===== src/common/mem_unit_config.svh =====
`ifndef MEM_UNIT_CONFIG_SVH
`define MEM_UNIT_CONFIG_SVH

// Core word and cache line geometry
`define WORD_BITS       32
`define LINE_WORDS      4
`define LINE_BITS       128

// Byte address, and line address without the line offset
`define ADDR_BITS       32
`define LINE_ADDR_BITS  28

// Tags
`define CORE_TAG_BITS   4
`define MEM_TAG_BITS    1

// Cache sizes in lines
`define ICACHE_LINES    16
`define DCACHE_LINES    16

`define PERF_CTR_BITS   32

`endif

===== src/common/mem_perf_pkg.sv =====
`include "mem_unit_config.svh"

package mem_perf_pkg;

    // Memory port activity
    typedef struct packed {
        logic [`PERF_CTR_BITS-1:0] mem_reads;
        logic [`PERF_CTR_BITS-1:0] mem_writes;
        logic [`PERF_CTR_BITS-1:0] mem_stalls;
    } mem_perf_t;

endpackage


===== src/common/mem_bus_pkg.sv =====
`include "mem_unit_config.svh"

package mem_bus_pkg;

    typedef enum logic {
        MEM_READ  = 1'b0,
        MEM_WRITE = 1'b1
    } mem_op_e;

    // Core side, one word per request
    typedef struct packed {
        mem_op_e                    op;
        logic [`ADDR_BITS-1:0]      addr;
        logic [`WORD_BITS/8-1:0]    byteen;
        logic [`WORD_BITS-1:0]      data;
        logic [`CORE_TAG_BITS-1:0]  tag;
    } core_req_t;

    typedef struct packed {
        logic [`WORD_BITS-1:0]      data;
        logic [`CORE_TAG_BITS-1:0]  tag;
    } core_rsp_t;

    // Memory side, one full line per request
    typedef struct packed {
        mem_op_e                    op;
        logic [`LINE_ADDR_BITS-1:0] line_addr;
        logic [`LINE_BITS/8-1:0]    byteen;
        logic [`LINE_BITS-1:0]      data;
        logic [`MEM_TAG_BITS-1:0]   tag;
    } mem_req_t;

    typedef struct packed {
        logic [`LINE_BITS-1:0]      data;
        logic [`MEM_TAG_BITS-1:0]   tag;
    } mem_rsp_t;

endpackage


===== src/verilog/mem_unit.sv =====
`timescale 1ns/100ps
`include "mem_unit_config.svh"

module mem_unit
    import mem_bus_pkg::*;
    import mem_perf_pkg::*;
(
    input  logic      clk,
    input  logic      reset,

    input  logic      icache_req_valid,
    input  core_req_t icache_req,
    output logic      icache_req_ready,
    output logic      icache_rsp_valid,
    output core_rsp_t icache_rsp,
    input  logic      icache_rsp_ready,

    input  logic      dcache_req_valid,
    input  core_req_t dcache_req,
    output logic      dcache_req_ready,
    output logic      dcache_rsp_valid,
    output core_rsp_t dcache_rsp,
    input  logic      dcache_rsp_ready,

    output logic      mem_req_valid,
    output mem_req_t  mem_req,
    input  logic      mem_req_ready,
    input  logic      mem_rsp_valid,
    input  mem_rsp_t  mem_rsp,
    output logic      mem_rsp_ready,

    output mem_perf_t perf
);
    // Index 0 is the icache, 1 the dcache
    logic     [1:0] cache_req_valid;
    mem_req_t [1:0] cache_req;
    logic     [1:0] cache_req_ready;
    logic     [1:0] cache_rsp_valid;
    mem_rsp_t [1:0] cache_rsp;
    logic     [1:0] cache_rsp_ready;

    l1_cache #(
        .NUM_LINES    (`ICACHE_LINES),
        .WRITE_ENABLE (1'b0)
    ) icache (
        .clk            (clk),
        .reset          (reset),
        .core_req_valid (icache_req_valid),
        .core_req       (icache_req),
        .core_req_ready (icache_req_ready),
        .core_rsp_valid (icache_rsp_valid),
        .core_rsp       (icache_rsp),
        .core_rsp_ready (icache_rsp_ready),
        .mem_req_valid  (cache_req_valid[0]),
        .mem_req        (cache_req[0]),
        .mem_req_ready  (cache_req_ready[0]),
        .mem_rsp_valid  (cache_rsp_valid[0]),
        .mem_rsp        (cache_rsp[0]),
        .mem_rsp_ready  (cache_rsp_ready[0])
    );

    l1_cache #(
        .NUM_LINES    (`DCACHE_LINES),
        .WRITE_ENABLE (1'b1)
    ) dcache (
        .clk            (clk),
        .reset          (reset),
        .core_req_valid (dcache_req_valid),
        .core_req       (dcache_req),
        .core_req_ready (dcache_req_ready),
        .core_rsp_valid (dcache_rsp_valid),
        .core_rsp       (dcache_rsp),
        .core_rsp_ready (dcache_rsp_ready),
        .mem_req_valid  (cache_req_valid[1]),
        .mem_req        (cache_req[1]),
        .mem_req_ready  (cache_req_ready[1]),
        .mem_rsp_valid  (cache_rsp_valid[1]),
        .mem_rsp        (cache_rsp[1]),
        .mem_rsp_ready  (cache_rsp_ready[1])
    );

    mem_arb arb (
        .clk           (clk),
        .reset         (reset),
        .src_req_valid (cache_req_valid),
        .src_req       (cache_req),
        .src_req_ready (cache_req_ready),
        .src_rsp_valid (cache_rsp_valid),
        .src_rsp       (cache_rsp),
        .src_rsp_ready (cache_rsp_ready),
        .mem_req_valid (mem_req_valid),
        .mem_req       (mem_req),
        .mem_req_ready (mem_req_ready),
        .mem_rsp_valid (mem_rsp_valid),
        .mem_rsp       (mem_rsp),
        .mem_rsp_ready (mem_rsp_ready)
    );

    mem_perf_counters perf_ctr (
        .clk           (clk),
        .reset         (reset),
        .mem_req_valid (mem_req_valid),
        .mem_req_op    (mem_req.op),
        .mem_req_ready (mem_req_ready),
        .perf          (perf)
    );

endmodule


===== src/verilog/mem_perf_counters.sv =====
`timescale 1ns/100ps
`include "mem_unit_config.svh"

module mem_perf_counters
    import mem_bus_pkg::*;
    import mem_perf_pkg::*;
(
    input  logic      clk,
    input  logic      reset,

    input  logic      mem_req_valid,
    input  mem_op_e   mem_req_op,
    input  logic      mem_req_ready,

    output mem_perf_t perf
);
    logic req_fire;

    assign req_fire = mem_req_valid && mem_req_ready;

    always_ff @(posedge clk) begin
        if (reset) begin
            perf <= '0;
        end else begin
            if (req_fire && mem_req_op == MEM_READ) begin
                perf.mem_reads <= perf.mem_reads + `PERF_CTR_BITS'(1);
            end
            if (req_fire && mem_req_op == MEM_WRITE) begin
                perf.mem_writes <= perf.mem_writes + `PERF_CTR_BITS'(1);
            end
            // Request waiting on the memory
            if (mem_req_valid && !mem_req_ready) begin
                perf.mem_stalls <= perf.mem_stalls + `PERF_CTR_BITS'(1);
            end
        end
    end

endmodule


===== src/verilog/mem_arb.sv =====
`timescale 1ns/100ps
`include "mem_unit_config.svh"

module mem_arb
    import mem_bus_pkg::*;
(
    input  logic           clk,
    input  logic           reset,

    input  logic     [1:0] src_req_valid,
    input  mem_req_t [1:0] src_req,
    output logic     [1:0] src_req_ready,

    output logic     [1:0] src_rsp_valid,
    output mem_rsp_t [1:0] src_rsp,
    input  logic     [1:0] src_rsp_ready,

    output logic           mem_req_valid,
    output mem_req_t       mem_req,
    input  logic           mem_req_ready,

    input  logic           mem_rsp_valid,
    input  mem_rsp_t       mem_rsp,
    output logic           mem_rsp_ready
);
    logic       prio;
    logic       hold_q;
    logic [1:0] grant_q;
    logic [1:0] grant;
    logic       sel;
    logic       rsp_sel;

    always_comb begin
        if (hold_q) begin
            // Keep a stalled request on the port until it is taken
            grant = grant_q;
        end else if (&src_req_valid) begin
            grant = prio ? 2'b10 : 2'b01;
        end else begin
            grant = src_req_valid;
        end
    end

    assign sel           = grant[1];
    assign mem_req_valid = |grant;
    assign src_req_ready = grant & {2{mem_req_ready}};

    always_comb begin
        mem_req     = src_req[sel];
        mem_req.tag = `MEM_TAG_BITS'(sel);
    end

    always_ff @(posedge clk) begin
        if (reset) begin
            prio    <= 1'b0;
            hold_q  <= 1'b0;
            grant_q <= '0;
        end else begin
            hold_q  <= mem_req_valid && !mem_req_ready;
            grant_q <= grant;
            if (mem_req_valid && mem_req_ready) begin
                prio <= ~sel;
            end
        end
    end

    // Steer responses back by the source id in the tag
    assign rsp_sel = mem_rsp.tag[0];

    always_comb begin
        for (int i = 0; i < 2; i++) begin
            src_rsp_valid[i] = mem_rsp_valid && (rsp_sel == 1'(i));
            src_rsp[i]       = mem_rsp;
        end
    end

    assign mem_rsp_ready = src_rsp_ready[rsp_sel];

endmodule


===== src/cache/l1_cache.sv =====
`timescale 1ns/100ps
`include "mem_unit_config.svh"

module l1_cache
    import mem_bus_pkg::*;
#(
    parameter int NUM_LINES    = 16,
    parameter bit WRITE_ENABLE = 1'b0
) (
    input  logic      clk,
    input  logic      reset,

    input  logic      core_req_valid,
    input  core_req_t core_req,
    output logic      core_req_ready,

    output logic      core_rsp_valid,
    output core_rsp_t core_rsp,
    input  logic      core_rsp_ready,

    output logic      mem_req_valid,
    output mem_req_t  mem_req,
    input  logic      mem_req_ready,

    input  logic      mem_rsp_valid,
    input  mem_rsp_t  mem_rsp,
    output logic      mem_rsp_ready
);
    localparam int IDX_SHIFT  = $clog2(NUM_LINES);
    localparam int IDX_BITS   = (IDX_SHIFT > 0) ? IDX_SHIFT : 1;
    localparam int TAG_BITS   = `LINE_ADDR_BITS - IDX_SHIFT;
    localparam int WORD_BYTES = `WORD_BITS / 8;
    localparam int OFS_LSB    = $clog2(WORD_BYTES);
    localparam int WOFS_BITS  = $clog2(`LINE_WORDS);
    localparam int LINE_LSB   = `ADDR_BITS - `LINE_ADDR_BITS;

    typedef enum logic [2:0] {
        ST_IDLE,
        ST_MISS_REQ,
        ST_MISS_WAIT,
        ST_WRITE,
        ST_RSP
    } cache_state_e;

    cache_state_e state;

    logic [NUM_LINES-1:0]  valid_bits;
    logic [TAG_BITS-1:0]   tag_mem [NUM_LINES];
    logic [`LINE_BITS-1:0] data_mem [NUM_LINES];

    core_req_t             req_q;
    logic [`WORD_BITS-1:0] rsp_data_q;

    logic [`LINE_ADDR_BITS-1:0] in_line;
    logic [IDX_BITS-1:0]        in_idx;
    logic [WOFS_BITS-1:0]       in_wofs;
    logic [`LINE_ADDR_BITS-1:0] q_line;
    logic [IDX_BITS-1:0]        q_idx;
    logic [WOFS_BITS-1:0]       q_wofs;
    logic                       in_hit;
    logic                       in_write;
    logic                       req_fire;
    logic                       fill;
    logic [`LINE_BITS-1:0]      merged_line;

    // Lookup on the incoming request, so a hit answers next cycle
    assign in_line  = core_req.addr[`ADDR_BITS-1:LINE_LSB];
    assign in_idx   = IDX_BITS'(in_line & (NUM_LINES - 1));
    assign in_wofs  = core_req.addr[OFS_LSB +: WOFS_BITS];
    assign in_hit   = valid_bits[in_idx]
                   && (tag_mem[in_idx] == in_line[`LINE_ADDR_BITS-1:IDX_SHIFT]);
    assign in_write = WRITE_ENABLE && (core_req.op == MEM_WRITE);

    assign q_line = req_q.addr[`ADDR_BITS-1:LINE_LSB];
    assign q_idx  = IDX_BITS'(q_line & (NUM_LINES - 1));
    assign q_wofs = req_q.addr[OFS_LSB +: WOFS_BITS];

    assign core_req_ready = (state == ST_IDLE);
    assign req_fire       = core_req_valid && core_req_ready;
    assign fill           = (state == ST_MISS_WAIT) && mem_rsp_valid;

    always_comb begin
        merged_line = data_mem[in_idx];
        for (int b = 0; b < WORD_BYTES; b++) begin
            if (core_req.byteen[b]) begin
                merged_line[in_wofs * `WORD_BITS + b * 8 +: 8] = core_req.data[b * 8 +: 8];
            end
        end
    end

    always_ff @(posedge clk) begin
        if (reset) begin
            state      <= ST_IDLE;
            valid_bits <= '0;
        end else begin
            case (state)
                ST_IDLE: begin
                    if (req_fire) begin
                        if (in_write) begin
                            state <= ST_WRITE;
                        end else if (in_hit) begin
                            state <= ST_RSP;
                        end else begin
                            state <= ST_MISS_REQ;
                        end
                    end
                end
                ST_MISS_REQ: begin
                    if (mem_req_ready) begin
                        state <= ST_MISS_WAIT;
                    end
                end
                ST_MISS_WAIT: begin
                    if (mem_rsp_valid) begin
                        state             <= ST_RSP;
                        valid_bits[q_idx] <= 1'b1;
                    end
                end
                ST_WRITE: begin
                    // Write-through done, no core response
                    if (mem_req_ready) begin
                        state <= ST_IDLE;
                    end
                end
                ST_RSP: begin
                    if (core_rsp_ready) begin
                        state <= ST_IDLE;
                    end
                end
                default: state <= ST_IDLE;
            endcase
        end
    end

    always_ff @(posedge clk) begin
        if (req_fire) begin
            req_q      <= core_req;
            rsp_data_q <= data_mem[in_idx][in_wofs * `WORD_BITS +: `WORD_BITS];
            if (in_write && in_hit) begin
                data_mem[in_idx] <= merged_line;
            end
        end
        if (fill) begin
            data_mem[q_idx] <= mem_rsp.data;
            tag_mem[q_idx]  <= q_line[`LINE_ADDR_BITS-1:IDX_SHIFT];
            rsp_data_q      <= mem_rsp.data[q_wofs * `WORD_BITS +: `WORD_BITS];
        end
    end

    assign core_rsp_valid = (state == ST_RSP);
    assign core_rsp.data  = rsp_data_q;
    assign core_rsp.tag   = req_q.tag;

    assign mem_req_valid = (state == ST_MISS_REQ) || (state == ST_WRITE);
    assign mem_rsp_ready = (state == ST_MISS_WAIT);

    always_comb begin
        mem_req.op        = (state == ST_WRITE) ? MEM_WRITE : MEM_READ;
        mem_req.line_addr = q_line;
        mem_req.data      = {`LINE_WORDS{req_q.data}};
        mem_req.tag       = '0;
        if (state == ST_WRITE) begin
            mem_req.byteen = '0;
            mem_req.byteen[q_wofs * WORD_BYTES +: WORD_BYTES] = req_q.byteen;
        end else begin
            mem_req.byteen = '1;
        end
    end

endmodule


===== config.mk =====
export PLATFORM = sky130hd
export DESIGN_NAME = mem_unit
export DESIGN_NICKNAME = d
export VERILOG_FILES = /design/src/common/mem_perf_pkg.sv /design/src/common/mem_bus_pkg.sv /design/src/verilog/mem_unit.sv /design/src/verilog/mem_perf_counters.sv /design/src/verilog/mem_arb.sv /design/src/cache/l1_cache.sv
export VERILOG_INCLUDE_DIRS = /design/src /design/src/common
export SDC_FILE = /design/constraint.sdc
export NUM_CORES = 2
export LEC_CHECK = 0
export ABC_AREA = 0
export BUFFER_PORTS_ARGS = -buffer_cell sky130_fd_sc_hd__clkbuf_2
export CAP_MARGIN = 20
export CORE_MARGIN = 2
export CORE_UTILIZATION = 45
export CTS_BUF_LIST = sky130_fd_sc_hd__clkbuf_16
export DETAILED_ROUTE_END_ITERATION = 10
export PLACE_DENSITY_LB_ADDON = 0.12
export REMOVE_ABC_BUFFERS = 1
export SYNTH_ARGS = -nofsm -noshare
export SYNTH_HDL_FRONTEND = slang
export SYNTH_HIERARCHICAL = 1
export SYNTH_MEMORY_MAX_BITS = 65536
export SYNTH_SLANG_ARGS = --single-unit

===== constraint.sdc =====
create_clock -name clk -period 14.09 [get_ports clk]
set_clock_uncertainty 0.15 [all_clocks]
set_input_delay 1.409 -clock clk [delete_from_list [all_inputs] [get_ports clk]]
set_output_delay 1.409 -clock clk [all_outputs]
set_load 0.01 [all_outputs]

### Word-level counts from Yosys, hierarchy flattened

Memory sizes are Yosys's and may differ from the RTL's.
Cells that the tools add are included.

* add/sub/neg operators: 12
* $lt $le $gt $ge: 8
* eq/ne operators: 20
* shifts and indexed selects: 16
* mux-type cells: 56
* bitwise operators: 8
* reduce and logical (&&, ||, !) cells: 29

Operators by type and width (count)
* 128-bit two-way mux: 5
* 128-bit bitwise mux: 4
* 8-bit by 34-bit variable shift with 128-bit output (first input constant): 4
* 128-bit by 8-bit indexed part select with 32-bit output: 4
* 8-bit by 34-bit indexed part select with 128-bit output: 4
* 174-bit two-way mux: 2
* 32-bit two-way mux: 4
* 128-bit OR reduction: 1
* 32-bit negation with 34-bit output: 3
* 32-bit by 1-bit adder with 32-bit output (second input constant): 3
* 4-bit negation with 34-bit output: 2
* 4-bit by 34-bit variable shift with 16-bit output (first input constant): 2
* 4-bit by 34-bit indexed part select with 16-bit output: 2
* 24-bit equality test: 2
* 3-bit two-way mux: 13
* 7-bit negation with 34-bit output: 1
* 16-bit bitwise AND: 2
* 16-bit two-way mux: 2
* 16-bit OR: 2
* 3-bit case mux with 5 select lines: 2
* 4-bit by 5-bit less-than comparator with 1-bit output (second input constant): 4
* 7-bit by 5-bit adder with 8-bit output (second input constant): 2
* 1-bit two-way mux: 16
* 2-bit by 1-bit != test with 1-bit output (second input constant): 8
* 21 further kinds: 55

* register bits: 346
* RAM bits: 4864
* bits of input ports: 283
* output and inout bits: 348
* word-level logic and storage cells: 173
* memories: 4

Memories
* dcache.data_mem: depth 16, bits a word 128, rd ports 1, clocked after Yosys merged registers in 0, write ports 1, line l1_cache.sv:49 `` logic [`LINE_BITS-1:0] data_mem [NUM_LINES]; ``
* icache.data_mem: depth 16, bits a word 128, rd ports 1, clocked after Yosys merged registers in 0, write ports 1, line l1_cache.sv:49
* dcache.tag_mem: depth 16, bits a word 24, rd ports 1, clocked after Yosys merged registers in 0, write ports 1, line l1_cache.sv:48 `logic [TAG_BITS-1:0] tag_mem [NUM_LINES];`
* icache.tag_mem: depth 16, bits a word 24, rd ports 1, clocked after Yosys merged registers in 0, write ports 1, line l1_cache.sv:48

### Longest topological paths before layout

* depth in word-level cells: 11
* depth in mapped cells: 14
* gate-level depth less buffers: 8

### Hierarchy

The synthesis kept the hierarchy.

Modules (own cells, without submodules)
* l1_cache at dcache: times used 1, cells an instance 4770, area each 102089.2 sq um, sequential area each 76473.3 sq um
* l1_cache at icache: times used 1, cells an instance 4095, area each 99063.8 sq um, sequential area each 76473.3 sq um
* mem_arb: times used 1, cells an instance 476, area each 4784.6 sq um, sequential area each 80.1 sq um
* mem_perf_counters: times used 1, cells an instance 548, area each 4700.8 sq um, sequential area each 1921.8 sq um

### Worst setup path after synthesis

OpenSTA, ideal clock, no wires.

* kind: input-to-reg
* from: input mem_rsp_valid
* to: memory icache/data_mem[0][0] (netlist name) (enable)
* library setup time: 0.852 ns
* arrival: 12.464 ns
* data required time: 13.088 ns
* setup slack: 0.625 ns
* cell stages on the path: 4
* buffers on the path: 0
* path through: nor2b_1 > and2_1 > or3b_2 > nor3_1

* cells in the longest elaborated chain, start to end: 4

RTL lines
* start: declaration: line mem_unit.sv:28 `input logic mem_rsp_valid,`
* 1-bit logical AND: line mem_arb.sv:72 `src_rsp_valid[i] = mem_rsp_valid && (rsp_sel == 1'(i));`
* 1-bit logical AND: line l1_cache.sv:80 `assign fill = (state == ST_MISS_WAIT) && mem_rsp_valid;`
* 1-bit two-way mux: line l1_cache.sv:143 `if (fill) begin`
* 1-bit two-way mux (implied by the code): line l1_cache.sv:144 `data_mem[q_idx] <= mem_rsp.data;`
* end: declaration: line l1_cache.sv:49

Every way passes these cells.

### Worst setup path after layout

* from: input dcache_req[44] (netlist name)
* to: memory dcache/data_mem[13][50] (netlist name) (enable)

* cells in the longest elaborated chain, start to end: 8
* elaborated cells between the ends (all ways): 11
* classes of those cells: eq/ne: 1; mux: 7; reduce/logical: 2; memory: 1

RTL lines
* start: declaration: line mem_unit.sv:19 `input core_req_t dcache_req,`
* memory read 16 x 24 bit / 1-bit binary-select mux with 4-bit select (equally long branches)
* 24-bit equality test / 1-bit two-way mux (equally long branches): line l1_cache.sv:71, l1_cache.sv:70
* 1-bit logical AND: line l1_cache.sv:70 `assign in_hit = valid_bits[in_idx]`
* 1-bit logical AND: line l1_cache.sv:139 `if (in_write && in_hit) begin`
* 1-bit two-way mux: line l1_cache.sv:139
* 1-bit two-way mux: line l1_cache.sv:136 `if (req_fire) begin`
* 1-bit two-way mux (implied by the code): line l1_cache.sv:140 `data_mem[in_idx] <= merged_line;`
* 1-bit two-way mux (no source line)
* end: declaration: line l1_cache.sv:49

Parallel ways exist; a longest one is shown, timed or not. The select of a mux whose other input is x is not followed.

==> results.json <==
{
  "busiest_layer": "met2",
  "ir_drop_mv": 0.127,
  "die_h_um": 688,
  "num_rows": 251,
  "synthToLayoutAreaGrowth_pct": 11.7,
  "finalMaxSlewViolations": 0,
  "leakagePower_nw": 75.5,
  "slowest_delay_ps": 900,
  "grt_start_max_net_pins": 160,
  "max_cap_viol_count": 0,
  "start_kind": "input port",
  "cts_buffers": 561,
  "final_core_util": 0.504,
  "nets": 10500,
  "rsz0062_at_grt": "false",
  "met2_usage": 0.393,
  "path_common_cell": "buf_4",
  "criticalPathCategory": "in -> reg",
  "regArea_um2": 155000,
  "die-area_um2": 473000,
  "cts_resized": 0,
  "cts.sinks": 5206,
  "vias": 104000,
  "post-place-ws_ps": 5730,
  "status": "completed",
  "finalWorstSetupSlack_ps": 6800,
  "clockBufferDepth": 4,
  "drtIter0Drc": 12200,
  "hold_violations": 0,
  "drt-pass1-iter-count": 6,
  "finalWirelength_um": 577000,
  "grt_pass1_vias": 106000,
  "grt_pass1_wl_um": 806000,
  "netlist_area_um2": 211000,
  "min_period_over_period": 0.518,
  "power_density_nw_per_um2": 143,
  "htreeDepth": 6,
  "slew-limit-headroom": 0.152,
  "crit_path_end_kind": "flop",
  "hpwl_um": 321000,
  "via_per_inst": 6.13,
  "hold_class": "reg -> reg",
  "portBuffers": 625,
  "critPathSlowestCell": "nor2b_1",
  "remaining_drc_errors": 0,
  "syn_inst": 9883,
  "timing.fmax_mhz": 137,
  "post_route_cells_drive_above_1_share": 0.328,
  "antenna_found_initial": 124,
  "crit_family": "simple AND/OR/NAND/NOR gates",
  "avgSynthCellArea_um2": 21.3,
  "core_um2": 467000,
  "clockRootBuffer": "clkbuf_16",
  "initial_utilization": 0.451,
  "use_met1": 0.343,
  "antenna_left": 0,
  "clk_pin_slew_ps": 60,
  "ctsHoldBuffers": 0,
  "worstPathArrival_ps": 7830,
  "setup_viol": 0,
  "io_pins": 631,
  "yosysWarnings": 6,
  "track_usage": 0.241,
  "grt_remaining_overflow": 0,
  "clkLatencyLatePin_ps": 1070,
  "crit_chain": "buf_8, buf_4, nor2b_1, a22oi_1, and3b_1, o41ai_2, nand4b_1, nor4_4, nand4_2, a21oi_4, buf_4, buf_4, buf_12",
  "place.gp.congestion": 0.785,
  "post_cts.repair.setup_buffers": 0,
  "period_needed_ps": 7290,
  "met3_usage": 0.0350,
  "cp.required_ps": 14620,
  "wl_per_cell_um": 34.1,
  "whs_ps": 314,
  "die_w_um": 688,
  "worst_pin_slew_ps": 1270,
  "crit_fanout": 81,
  "fill_cells": 37300,
  "cts_tree": "yes",
  "multiInputGateArea_um2": 49100,
  "path_buf_inv": 5
}
sequential cells by signal, summed over array words and instances, names as in the netlist, 4 cells and up:
| signal | flops |
|---|---|
| dcache/data_mem | 2048 |
| icache/data_mem | 2048 |
| dcache/tag_mem | 384 |
| icache/tag_mem | 384 |
| perf_ctr/perf | 96 |
| dcache/mem_req | 60 |
| icache/mem_req | 60 |
| dcache/rsp_data_q | 32 |
| icache/rsp_data_q | 32 |
| dcache/valid_bits | 16 |
| icache/valid_bits | 16 |
| dcache/core_rsp | 4 |
| dcache/req_q | 4 |
| icache/core_rsp | 4 |
| icache/req_q | 4 |
per-layer routing:
layer / up-vias / part of all wire
met2: 4568 / 0.49
li1: 41500 / -
met4: 16 / 0.025
met3: 857 / 0.079
met1: 56800 / 0.41
met5: - / 0.00018
metrics by stage:
stage	cell area (µm²)	setup TNS [ps]	total power, mW	instances
finish	235000	0	33.6	16900
CTS	235000	0	33.9	16900
floorplan	204000	-697560	18.8	8801
detailed placement	217000	0	19.8	15900
global route	235000	0	34.6	16900
global placement	217000	0	19.8	15900
cell usage in the layout (no fill, tap or decap), types with 70 or more instances in the layout:
cell type	count
dfxtp_1	138
clkbuf_2	614
nand2_1	331
a21oi_1	75
clkinv_1	120
a221oi_1	102
a22oi_1	70
mux4_2	1523
edfxtp_1	5068
mux2_2	115
buf_4	206
clkinv_2	89
nor2_1	315
clkbuf_16	580
mux2i_1	181
inv_1	144
mux2_4	128
layout make-up:
type,instances,share of cell area
Tap cell,6198,0.0330
Clock inverter,411,0.0127
Antenna cell,35,0.000372
Clock buffer,580,0.0617
Inverter,32,0.000596
Sequential cell,5206,0.659
Timing Repair Buffer,883,0.0242
Multi-Input combinational cell,3563,0.209
worst register-to-register path, cell delays in order, from the launching register on:
cell and delay (ps):
edfxtp_1 370, mux4_2 470, mux2i_1 210, mux2i_1 230, o2111ai_1 250, nand4b_1 390, nor4_4 720, nand4_2 470
a21oi_4 270, buf_4 480, buf_4 610, buf_12 680
report_power, final:
| part | internal, mW | leakage (nW) | switching, mW | total [mW] |
|---|---|---|---|---|
| logic | 0.822 | 19.6 | 1.29 | 2.11 |
| registers | 17.3 | 46.8 | 0.121 | 17.4 |
| clock network | 8.06 | 9.04 | 6.02 | 14.1 |
final timing paths:
| kind | startpoint | end | slack [ps] | cells after the start |
|---|---|---|---|---|
| max reg2reg | dcache/tag_mem[0][23] | dcache/data_mem[13][50] | 8290 | 11 |
| max | dcache_req[44] | dcache/data_mem[13][50] | 6800 | 13 |
| min reg2reg | icache/valid_bits[14] | icache/valid_bits[14] | 310 | 2 |
| min | icache/valid_bits[14] | icache/valid_bits[14] | 310 | 2 |
No activity file was read; power rests on OpenSTA's default activity.
